$ cat src/logic/rv_core_defines.svh
`ifndef RV_CORE_DEFINES_SVH
`define RV_CORE_DEFINES_SVH

// data path and register file size
`define XLEN      32
`define REG_COUNT 32

// matching cycles of the success value before the run stops
`define SUCCESS_HOLD_CYCLES 30

// addi x0, x0, 0
`define NOP_INSTR 32'h0000_0013

// opcodes of the supported instructions
`define OPC_OP     7'b0110011
`define OPC_OP_IMM 7'b0010011
`define OPC_LUI    7'b0110111
`define OPC_STORE  7'b0100011

`endif

$ cat src/logic/rv_isa_pkg.sv
`include "rv_core_defines.svh"

package rv_isa_pkg;

    typedef logic [`XLEN-1:0] word_t;
    typedef logic [$clog2(`REG_COUNT)-1:0] reg_idx_t;
    typedef logic [31:0] instr_t;
    typedef logic [6:0] opcode_t;
    typedef logic [2:0] funct3_t;

    // operations the core knows, everything else is a nop
    typedef enum logic [2:0] {
        OP_NOP,
        OP_ADD,
        OP_SUB,
        OP_ADDI,
        OP_LUI,
        OP_STORE
    } alu_op_e;

endpackage

$ cat src/logic/rv_mem_pkg.sv
package rv_mem_pkg;

    // byte address on both memory ports
    typedef logic [31:0] mem_addr_t;
    typedef logic [3:0] byte_en_t;

    // bit 0 start, bit 1 soft reset
    typedef logic [31:0] ctrl_word_t;

    typedef enum logic [1:0] {
        IDLE,
        RUNNING,
        STOPPED
    } run_state_e;

endpackage

$ cat src/logic/rv_decode.sv
`timescale 1ns/1ps
`include "rv_core_defines.svh"

module rv_decode import rv_isa_pkg::*; (
    input  instr_t   instr_i,
    output reg_idx_t rd_o,
    output reg_idx_t rs1_o,
    output reg_idx_t rs2_o,
    output funct3_t  funct3_o,
    output word_t    imm_o,
    output alu_op_e  op_o,
    output logic     writes_rd_o
);
    opcode_t    opcode;
    logic [6:0] funct7;

    assign opcode   = instr_i[6:0];
    assign funct7   = instr_i[31:25];
    assign rd_o     = instr_i[11:7];
    assign funct3_o = instr_i[14:12];
    assign rs1_o    = instr_i[19:15];
    assign rs2_o    = instr_i[24:20];

    always_comb begin
        op_o  = OP_NOP;
        imm_o = '0;
        case (opcode)
            `OPC_OP: begin
                if (funct3_o == 3'b000 && funct7 == 7'b0000000) begin
                    op_o = OP_ADD;
                end else if (funct3_o == 3'b000 && funct7 == 7'b0100000) begin
                    op_o = OP_SUB;
                end
            end
            `OPC_OP_IMM: begin
                if (funct3_o == 3'b000) begin
                    op_o  = OP_ADDI;
                    imm_o = {{20{instr_i[31]}}, instr_i[31:20]};
                end
            end
            `OPC_LUI: begin
                op_o  = OP_LUI;
                imm_o = {instr_i[31:12], 12'b0};
            end
            `OPC_STORE: begin
                // sb, sh, sw only
                if (funct3_o <= 3'b010) begin
                    op_o  = OP_STORE;
                    imm_o = {{20{instr_i[31]}}, instr_i[31:25], instr_i[11:7]};
                end
            end
            default: begin
                op_o = OP_NOP;
            end
        endcase
    end

    assign writes_rd_o = (op_o inside {OP_ADD, OP_SUB, OP_ADDI, OP_LUI}) && (rd_o != '0);

endmodule

$ cat src/logic/rv_reg_file.sv
`timescale 1ns/1ps

module rv_reg_file import rv_isa_pkg::*; (
    input  logic     clk,
    input  logic     reset,
    input  reg_idx_t rs1_i,
    input  reg_idx_t rs2_i,
    input  logic     we_i,
    input  reg_idx_t rd_i,
    input  word_t    wdata_i,
    output word_t    rs1_data_o,
    output word_t    rs2_data_o
);
    word_t regs_q [1 << $bits(reg_idx_t)];

    // x0 is never written
    always_ff @(posedge clk) begin
        if (reset) begin
            for (int i = 0; i < (1 << $bits(reg_idx_t)); i++) begin
                regs_q[i] <= '0;
            end
        end else if (we_i && rd_i != '0) begin
            regs_q[rd_i] <= wdata_i;
        end
    end

    // write data bypasses the array in the same cycle
    assign rs1_data_o = (rs1_i == '0) ? '0 :
                        (we_i && rd_i == rs1_i) ? wdata_i : regs_q[rs1_i];
    assign rs2_data_o = (rs2_i == '0) ? '0 :
                        (we_i && rd_i == rs2_i) ? wdata_i : regs_q[rs2_i];

endmodule

$ cat src/logic/rv_core.sv
`timescale 1ns/1ps
`include "rv_core_defines.svh"

module rv_core import rv_isa_pkg::*, rv_mem_pkg::*; (
    input  logic      clk,
    input  logic      reset,
    input  logic      enable_i,
    input  logic      clear_i,
    input  logic      start_i,
    input  mem_addr_t initial_pc_i,
    input  mem_addr_t memory_offset_i,
    input  logic      fetch_gnt_i,
    input  logic      fetch_rvalid_i,
    input  instr_t    fetch_rdata_i,
    output logic      fetch_req_o,
    output mem_addr_t fetch_addr_o,
    output word_t     final_value_o,
    output logic      data_mem_clk_o,
    output logic      data_mem_en_o,
    output byte_en_t  data_mem_we_o,
    output mem_addr_t data_mem_addr_o,
    output word_t     data_mem_din_o
);
    logic      advance;
    mem_addr_t pc_q;
    logic      skid_valid_q;
    instr_t    skid_instr_q;
    logic      fetch_valid;
    instr_t    fetch_instr;

    // id stage
    instr_t   id_instr_q;
    reg_idx_t dec_rd, dec_rs1, dec_rs2;
    funct3_t  dec_funct3;
    word_t    dec_imm, rf_rs1_data, rf_rs2_data;
    alu_op_e  dec_op;
    logic     dec_writes_rd;

    // ex stage
    alu_op_e  ex_op_q;
    logic     ex_writes_rd_q;
    reg_idx_t ex_rd_q, ex_rs1_q, ex_rs2_q;
    word_t    ex_rs1_data_q, ex_rs2_data_q, ex_imm_q;
    funct3_t  ex_funct3_q;
    word_t    op_a, op_b, alu_result;

    // mem stage
    logic      mem_is_store_q, mem_writes_rd_q;
    reg_idx_t  mem_rd_q;
    word_t     mem_result_q, mem_store_data_q;
    funct3_t   mem_funct3_q;
    mem_addr_t store_addr;
    byte_en_t  store_be;
    word_t     store_din;

    // wb stage
    logic      wb_we_q, wb_store_q;
    reg_idx_t  wb_rd_q;
    word_t     wb_result_q, wb_din_q, final_value_q;
    byte_en_t  wb_be_q;
    mem_addr_t wb_addr_q;

    assign advance     = enable_i && !clear_i;
    assign fetch_req_o = advance;
    assign fetch_addr_o = pc_q;

    always_ff @(posedge clk) begin
        if (reset) begin
            pc_q <= '0;
        end else if (start_i) begin
            pc_q <= initial_pc_i;
        end else if (fetch_req_o && fetch_gnt_i) begin
            pc_q <= pc_q + 32'd4;
        end
    end

    // a word that returns while frozen waits in the skid register
    assign fetch_valid = skid_valid_q || fetch_rvalid_i;
    assign fetch_instr = skid_valid_q ? skid_instr_q : fetch_rdata_i;

    rv_decode i_decode (
        .instr_i     (id_instr_q),
        .rd_o        (dec_rd),
        .rs1_o       (dec_rs1),
        .rs2_o       (dec_rs2),
        .funct3_o    (dec_funct3),
        .imm_o       (dec_imm),
        .op_o        (dec_op),
        .writes_rd_o (dec_writes_rd)
    );

    rv_reg_file i_reg_file (
        .clk        (clk),
        .reset      (reset),
        .rs1_i      (dec_rs1),
        .rs2_i      (dec_rs2),
        .we_i       (wb_we_q && advance),
        .rd_i       (wb_rd_q),
        .wdata_i    (wb_result_q),
        .rs1_data_o (rf_rs1_data),
        .rs2_data_o (rf_rs2_data)
    );

    // newest producer wins, mem before wb
    function automatic word_t forward(reg_idx_t rs, word_t rf_value);
        if (rs == '0) begin
            return rf_value;
        end else if (mem_writes_rd_q && mem_rd_q == rs) begin
            return mem_result_q;
        end else if (wb_we_q && wb_rd_q == rs) begin
            return wb_result_q;
        end
        return rf_value;
    endfunction

    always_comb begin
        op_a = forward(ex_rs1_q, ex_rs1_data_q);
        op_b = forward(ex_rs2_q, ex_rs2_data_q);
        case (ex_op_q)
            OP_ADD:            alu_result = op_a + op_b;
            OP_SUB:            alu_result = op_a - op_b;
            OP_ADDI, OP_STORE: alu_result = op_a + ex_imm_q;
            OP_LUI:            alu_result = ex_imm_q;
            default:           alu_result = '0;
        endcase
    end

    // lane placement from the low address bits
    always_comb begin
        store_addr = mem_result_q - memory_offset_i;
        case (mem_funct3_q)
            3'b000: begin
                store_be  = 4'b0001 << store_addr[1:0];
                store_din = {4{mem_store_data_q[7:0]}};
            end
            3'b001: begin
                store_be  = store_addr[1] ? 4'b1100 : 4'b0011;
                store_din = {2{mem_store_data_q[15:0]}};
            end
            default: begin
                store_be  = 4'b1111;
                store_din = mem_store_data_q;
            end
        endcase
    end

    always_ff @(posedge clk) begin
        if (reset || clear_i) begin
            skid_valid_q    <= 1'b0;
            id_instr_q      <= `NOP_INSTR;
            ex_op_q         <= OP_NOP;
            ex_writes_rd_q  <= 1'b0;
            mem_is_store_q  <= 1'b0;
            mem_writes_rd_q <= 1'b0;
            wb_we_q         <= 1'b0;
            wb_store_q      <= 1'b0;
            final_value_q   <= '0;
        end else if (enable_i) begin
            skid_valid_q    <= 1'b0;
            id_instr_q      <= fetch_valid ? fetch_instr : `NOP_INSTR;
            ex_op_q         <= dec_op;
            ex_writes_rd_q  <= dec_writes_rd;
            mem_is_store_q  <= (ex_op_q == OP_STORE);
            mem_writes_rd_q <= ex_writes_rd_q;
            wb_we_q         <= mem_writes_rd_q;
            wb_store_q      <= mem_is_store_q;
            if (mem_is_store_q) begin
                final_value_q <= mem_store_data_q;
            end
        end else if (fetch_rvalid_i) begin
            skid_valid_q <= 1'b1;
        end
    end

    always_ff @(posedge clk) begin
        if (!enable_i && fetch_rvalid_i) begin
            skid_instr_q <= fetch_rdata_i;
        end
        if (enable_i) begin
            ex_rd_q          <= dec_rd;
            ex_rs1_q         <= dec_rs1;
            ex_rs2_q         <= dec_rs2;
            ex_rs1_data_q    <= rf_rs1_data;
            ex_rs2_data_q    <= rf_rs2_data;
            ex_imm_q         <= dec_imm;
            ex_funct3_q      <= dec_funct3;
            mem_rd_q         <= ex_rd_q;
            mem_result_q     <= alu_result;
            mem_store_data_q <= op_b;
            mem_funct3_q     <= ex_funct3_q;
            wb_rd_q          <= mem_rd_q;
            wb_result_q      <= mem_result_q;
            wb_be_q          <= store_be;
            wb_addr_q        <= {store_addr[31:2], 2'b00};
            wb_din_q         <= store_din;
        end
    end

    // a held store goes out once, in the cycle it leaves wb
    assign data_mem_clk_o  = clk;
    assign data_mem_en_o   = wb_store_q && advance;
    assign data_mem_we_o   = data_mem_en_o ? wb_be_q : 4'b0000;
    assign data_mem_addr_o = wb_addr_q;
    assign data_mem_din_o  = wb_din_q;
    assign final_value_o   = final_value_q;

endmodule

$ cat src/logic/run_ctrl.sv
`timescale 1ns/1ps
`include "rv_core_defines.svh"

module run_ctrl import rv_mem_pkg::*; (
    input  logic             clk,
    input  logic             reset,
    input  ctrl_word_t       ctrl_i,
    input  mem_addr_t        initial_pc_i,
    input  logic [`XLEN-1:0] success_code_i,
    input  logic [`XLEN-1:0] final_value_i,
    output logic             core_enable_o,
    output logic             core_clear_o,
    output logic             start_o,
    output mem_addr_t        initial_pc_o,
    output logic             stop_o
);
    ctrl_word_t ctrl_prev_q;
    ctrl_word_t ctrl_rise_q;
    run_state_e state_q;
    mem_addr_t  initial_pc_q;
    logic [$clog2(`SUCCESS_HOLD_CYCLES + 1)-1:0] match_count_q;

    // one cycle pulse per rising bit
    always_ff @(posedge clk) begin
        if (reset) begin
            ctrl_prev_q <= '0;
            ctrl_rise_q <= '0;
        end else begin
            ctrl_prev_q <= ctrl_i;
            ctrl_rise_q <= ctrl_i & ~ctrl_prev_q;
        end
    end

    // latched together with the start pulse
    always_ff @(posedge clk) begin
        if (ctrl_i[0] && !ctrl_prev_q[0]) begin
            initial_pc_q <= initial_pc_i;
        end
    end

    always_ff @(posedge clk) begin
        if (reset || ctrl_rise_q[1]) begin
            state_q       <= IDLE;
            match_count_q <= '0;
        end else begin
            case (state_q)
                IDLE: begin
                    if (ctrl_rise_q[0]) begin
                        state_q       <= RUNNING;
                        match_count_q <= '0;
                    end
                end
                RUNNING: begin
                    if (match_count_q == `SUCCESS_HOLD_CYCLES) begin
                        state_q <= STOPPED;
                    end else if (final_value_i == success_code_i) begin
                        match_count_q <= match_count_q + 1'b1;
                    end
                end
                default: begin
                    state_q <= STOPPED;
                end
            endcase
        end
    end

    // start only counts from idle
    assign start_o       = ctrl_rise_q[0] && (state_q == IDLE);
    assign core_clear_o  = ctrl_rise_q[1];
    assign core_enable_o = (state_q == RUNNING);
    assign stop_o        = (state_q == STOPPED);
    assign initial_pc_o  = initial_pc_q;

endmodule

$ cat src/logic/imem_bram_adapter.sv
`timescale 1ns/1ps

module imem_bram_adapter import rv_mem_pkg::*; (
    input  logic        clk,
    input  logic        reset,
    input  logic        fetch_req_i,
    input  mem_addr_t   fetch_addr_i,
    input  logic [31:0] ins_mem_dout_i,
    output logic        fetch_gnt_o,
    output logic        fetch_rvalid_o,
    output logic [31:0] fetch_rdata_o,
    output logic        ins_mem_clk_o,
    output logic        ins_mem_en_o,
    output mem_addr_t   ins_mem_addr_o
);
    logic read_pending_q;

    // bram takes a read every cycle
    assign fetch_gnt_o    = fetch_req_i;
    assign ins_mem_clk_o  = clk;
    assign ins_mem_en_o   = fetch_req_i;
    assign ins_mem_addr_o = fetch_addr_i;

    // word shows up one cycle after the granted read
    always_ff @(posedge clk) begin
        if (reset) begin
            read_pending_q <= 1'b0;
        end else begin
            read_pending_q <= fetch_req_i;
        end
    end

    assign fetch_rvalid_o = read_pending_q;
    assign fetch_rdata_o  = ins_mem_dout_i;

endmodule

$ cat src/logic/rv_soc_top.sv
`timescale 1ns/1ps

module rv_soc_top import rv_mem_pkg::*; (
    input  logic        clk,
    input  logic        reset,
    input  ctrl_word_t  ctrl_i,
    input  mem_addr_t   memory_offset_i,
    input  mem_addr_t   initial_pc_i,
    input  logic [31:0] success_code_i,
    output logic        stop_o,

    output logic        ins_mem_clk_o,
    output logic        ins_mem_en_o,
    output mem_addr_t   ins_mem_addr_o,
    input  logic [31:0] ins_mem_dout_i,

    output logic        data_mem_clk_o,
    output logic        data_mem_en_o,
    output byte_en_t    data_mem_we_o,
    output mem_addr_t   data_mem_addr_o,
    output logic [31:0] data_mem_din_o
);
    logic        core_enable;
    logic        core_clear;
    logic        start;
    mem_addr_t   initial_pc;
    logic [31:0] final_value;

    logic        fetch_req;
    mem_addr_t   fetch_addr;
    logic        fetch_gnt;
    logic        fetch_rvalid;
    logic [31:0] fetch_rdata;

    run_ctrl i_run_ctrl (
        .clk            (clk),
        .reset          (reset),
        .ctrl_i         (ctrl_i),
        .initial_pc_i   (initial_pc_i),
        .success_code_i (success_code_i),
        .final_value_i  (final_value),
        .core_enable_o  (core_enable),
        .core_clear_o   (core_clear),
        .start_o        (start),
        .initial_pc_o   (initial_pc),
        .stop_o         (stop_o)
    );

    rv_core i_core (
        .clk             (clk),
        .reset           (reset),
        .enable_i        (core_enable),
        .clear_i         (core_clear),
        .start_i         (start),
        .initial_pc_i    (initial_pc),
        .memory_offset_i (memory_offset_i),
        .fetch_gnt_i     (fetch_gnt),
        .fetch_rvalid_i  (fetch_rvalid),
        .fetch_rdata_i   (fetch_rdata),
        .fetch_req_o     (fetch_req),
        .fetch_addr_o    (fetch_addr),
        .final_value_o   (final_value),
        .data_mem_clk_o  (data_mem_clk_o),
        .data_mem_en_o   (data_mem_en_o),
        .data_mem_we_o   (data_mem_we_o),
        .data_mem_addr_o (data_mem_addr_o),
        .data_mem_din_o  (data_mem_din_o)
    );

    imem_bram_adapter i_imem_adapter (
        .clk            (clk),
        .reset          (reset),
        .fetch_req_i    (fetch_req),
        .fetch_addr_i   (fetch_addr),
        .ins_mem_dout_i (ins_mem_dout_i),
        .fetch_gnt_o    (fetch_gnt),
        .fetch_rvalid_o (fetch_rvalid),
        .fetch_rdata_o  (fetch_rdata),
        .ins_mem_clk_o  (ins_mem_clk_o),
        .ins_mem_en_o   (ins_mem_en_o),
        .ins_mem_addr_o (ins_mem_addr_o)
    );

endmodule

$ cat config.mk
export PLATFORM = sky130hd
export DESIGN_NAME = rv_soc_top
export DESIGN_NICKNAME = d
export VERILOG_FILES = /design/src/logic/rv_isa_pkg.sv /design/src/logic/rv_mem_pkg.sv /design/src/logic/rv_decode.sv /design/src/logic/rv_reg_file.sv /design/src/logic/rv_core.sv /design/src/logic/run_ctrl.sv /design/src/logic/imem_bram_adapter.sv /design/src/logic/rv_soc_top.sv
export VERILOG_INCLUDE_DIRS = /design/src /design/src/logic
export SDC_FILE = /design/constraint.sdc
export NUM_CORES = 2
export LEC_CHECK = 0
export ABC_AREA = 1
export BUFFER_PORTS_ARGS = -buffer_cell sky130_fd_sc_hd__buf_2
export CAP_MARGIN = 5
export CORE_ASPECT_RATIO = 1.1
export CORE_UTILIZATION = 50
export CTS_CLUSTER_DIAMETER = 40
export DETAILED_ROUTE_END_ITERATION = 6
export MAX_ROUTING_LAYER = met4
export PLACE_DENSITY = 0.63
export SKIP_LAST_GASP = 1
export SYNTH_ARGS = -nofsm -noshare
export SYNTH_HDL_FRONTEND = slang
export SYNTH_SLANG_ARGS = --single-unit
$ cat constraint.sdc
create_clock -name clk -period 27.2 [get_ports clk]
set_input_delay 1.36 -clock clk [delete_from_list [all_inputs] [get_ports clk]]
set_output_delay 1.36 -clock clk [all_outputs]
set_load 0.02 [all_outputs]
==> key figures <==
Setup path
  – Worst Path Buf+Inv: 3
  – WP data arrival: 14010 ps
  – FF-to-FF End: i_core.mem_result_q[31]
  – Crit Path Class: clk2out
  – Startpoint types: clock port
  – Max stage delay on crit path: 150 ps
  – Worst path cell trace: clkbuf_16, clkbuf_16, buf_2
  – Critical path's top delay family: buffers and inverters
  – Crit. End Element: primary output
  – CP most frequent cell: clkbuf_16
  – Slowest cell on the critical path: buf_2
  – R2R Path Start: i_core.mem_rd_q[2]
  – R2r worst-path depth: 28
  – R2R setup slack: 20570 ps
  – Required time worst endpoint: 25840 ps
  – Crit path max fanout: 2

GRT
  – Remaining global-route overflow: 0
  – Largest net degree at the start of global routing: 226
  – Total track usage: 37.1%
  – Initial antenna violation count: 16
  – First-pass GRT wire length: 426000 um
  – Vias in the first global route: 64900

Worst hold path
  – Hold Path Depth: 1
  – Hold endpoint: i_run_ctrl.ctrl_rise_q[1]
  – Min-Delay Path Class: reg2reg
  – Hold Crit Start: i_run_ctrl.ctrl_prev_q[1]

Synth
  – Register area share after synthesis: 55.0%
  – Count of different cell masters after synthesis: 65
  – Yosys Warn Count: 0
  – #FFs+latches synth: 1504
  – Synthesized cell area: 0.0799 mm2
  – Synth area leaders: edfxtp_1, o21ai_0, a21oi_1, nor2_1, nand2_1
  – Post-Synthesis Cells: 9132
  – Avg Cell Area, Syn: 8.75 um2
  – Post-synth EDFFs: 1377
  – Post-synth ARST share: 0%
  – Leading area contributor after synthesis: edfxtp_1
  – Main synth FF type: edfxtp_1
  – Synth top area share: 51.8%

Run
  – Max-cap violations: 0

Clocking
  – Worst-skew pair later-pin latency: 1010 ps
  – Clock transition at the registers of the reported paths: 60 ps
  – TritonCTS clock tree: done
  – Cts repair resizes: 0
  – Total setup buffers inserted after CTS: 0
  – Hold_buf cts: 0

Routing
  – DRC: 22
  – Wire per inst: 26.3 um
  – Routed wire length: 297000 um
  – Vias: 70000
  – Antenna-violating nets left: 0
  – Vias per cell: 6.19
  – Initial drt markers: 9298
  – Pre-antenna DRT Iters: 7

Floorplan
  – Die H: 421 um
  – Initial Utilization: 50.4%
  – Core Box Area: 0.158 mm2
  – Row Count: 153
  – DIE AREA: 0.161 mm2
  – IO Pins: 267
  – Die width: 383 um

Power and ir drop
  – PD cells: 64.9 mW/mm2
  – Worst VDD drop: 88.3 uV
  – P_leak: 34.1 nW

STA
  – Max-slew headroom: 8.65%
  – Final Hold Fails: 0
  – RSZ-0062 raised after global routing: no
  – Skew final: 44.1 ps
  – WHS: 392 ps
  – Setup violators final: 0
  – Slew Limit Fails: 0
  – TNS Setup: 0 ps
  – Worst-Margin Slew: 1360 ps

Finish
  – Commonest non-fill, non-tap cell in the layout: edfxtp_1
  – Final #Nets: 9267
  – Most frequent cells in the layout: edfxtp_1, nor2_1, nand2_1
  – Layout cell share with drive strength beyond 1: 9.78%
  – P&R area growth vs syn: 12.2%

Status
  – Run status: finished with violations
  – Failing checks: DRC

Placed design
  – Port Buffers: 234
  – Post-DP HPWL: 179000 um
  – RePlAce Congestion: 0.979
==> where the power goes <==
group | switching, W | leakage [nW] | internal (W)
Combinational | 0.000286 | 15.8 | 0.0000951
Sequential | 0.0000419 | 14.9 | 0.00260
Clock | 0.00114 | 3.44 | 0.00165
Total | 0.00146 | 34.1 | 0.00435
==> area by class of cell <==
cell class              count  area [um2]
well taps                2092        2620
multi-input cells        6018       30000
clock inverters           151        1550
repair buffers            389        2430
diodes                     11        27.5
flip-flops and latches   1504       43900
fillers                 14000       68700
inverters                 897        3380
clock buffers             256        5700
==> sequential cells by signal, summed over array words and instances (netlist names), 30 cells and up, named ones only <==
signal and cells:
i_core.ex_rs1_data_q 32, i_core.skid_instr_q 32, i_core.fetch_addr_o 32, i_core.data_mem_addr_o 30
i_core.ex_rs2_data_q 32, i_core.mem_result_q 32, i_core.i_reg_file.regs_q 1024, i_core.ex_imm_q 32
i_core.data_mem_din_o 32, i_core.mem_store_data_q 32, i_core.wb_result_q 32, i_core.final_value_o 32
i_run_ctrl.initial_pc_o 32, i_core.id_instr_q 32
==> worst max path at each step <==
stage / startpoint / endpoint / slack (ps) / depth (start not counted)
detailed placement: clk / data_mem_clk_o / 12100 / 1
floorplan: clk / data_mem_clk_o / 12110 / 1
global route: clk / data_mem_clk_o / 11830 / 3
CTS: clk / data_mem_clk_o / 11820 / 3
global placement: clk / data_mem_clk_o / 12100 / 1
finish: clk / data_mem_clk_o / 11830 / 3
==> stage by stage <==
step	util, %	cells	power, W	setup WS (ps)	area (um2)
after floorplan	-	9165	0.00292	12110	80000
after global placement	52.0	10900	0.00306	12100	82300
after detailed placement	52.0	10900	0.00307	12100	82300
after CTS	56.6	11300	0.00582	11820	89600
after global routing	56.6	11300	0.00596	11830	89600
final	56.6	11300	0.00582	11830	89600
==> synthesized netlist by cell type, drive strengths merged, types with 3 or more instances <==
library cell     n
edfxtp        1377
nor2          1235
nand2         1229
o21ai         1128
a21oi         1066
inv            890
clkbuf         635
nand3          538
o211ai         221
o221ai         157
dfxtp          127
buf            111
ha              72
xor2            53
nor3            47
a31oi           37
xnor2           32
o32ai           28
o22ai           23
nand4           22
nor4            16
o21bai          10
a221oi           8
mux2             8
or2              8
clkinv           7
a21boi           6
a32o             5
nand3b           5
o31ai            4
a2111oi          3
a211oi           3
nor3b            3
o21a             3
==> worst reg2reg max path, delay by kind of cell, from the launching register on <==
family,cells,cell delay (ps)
AOI/OAI and AO/OA,6,1530
adders and majority gates,2,650
and+or+nand+nor,18,3560
buffers and inverters,2,180
DFF,1,470
==> cells by family (layout without fill, tap and decap cells) <==
logic type	after synthesis	count (layout)	synth area share [%]
AND/OR/NAND/NOR	3104	3104	16.0
AO/OA/AOI/OAI	2711	2711	18.9
buffers and inverters	1643	1693	7.86
flip-flops	1504	1504	55.0
XOR/XNOR	85	85	0.932
adder cells (fa/ha/maj)	74	74	1.18
multiplexers	10	10	0.138
other	1	45	0.00470
==> layer usage <==
| metal | up-vias | part of all wire, % | GRT usage, % |
|---|---|---|---|
| li1 | 31400 | - | - |
| met1 | 33400 | 38 | 46.3 |
| met2 | 4242 | 44 | 54.5 |
| met3 | 930 | 11 | 8.19 |
| met4 | 0 | 7.0 | 23.3 |
| met5 | - | 0 | - |
Power figures use the tool's default switching activity.
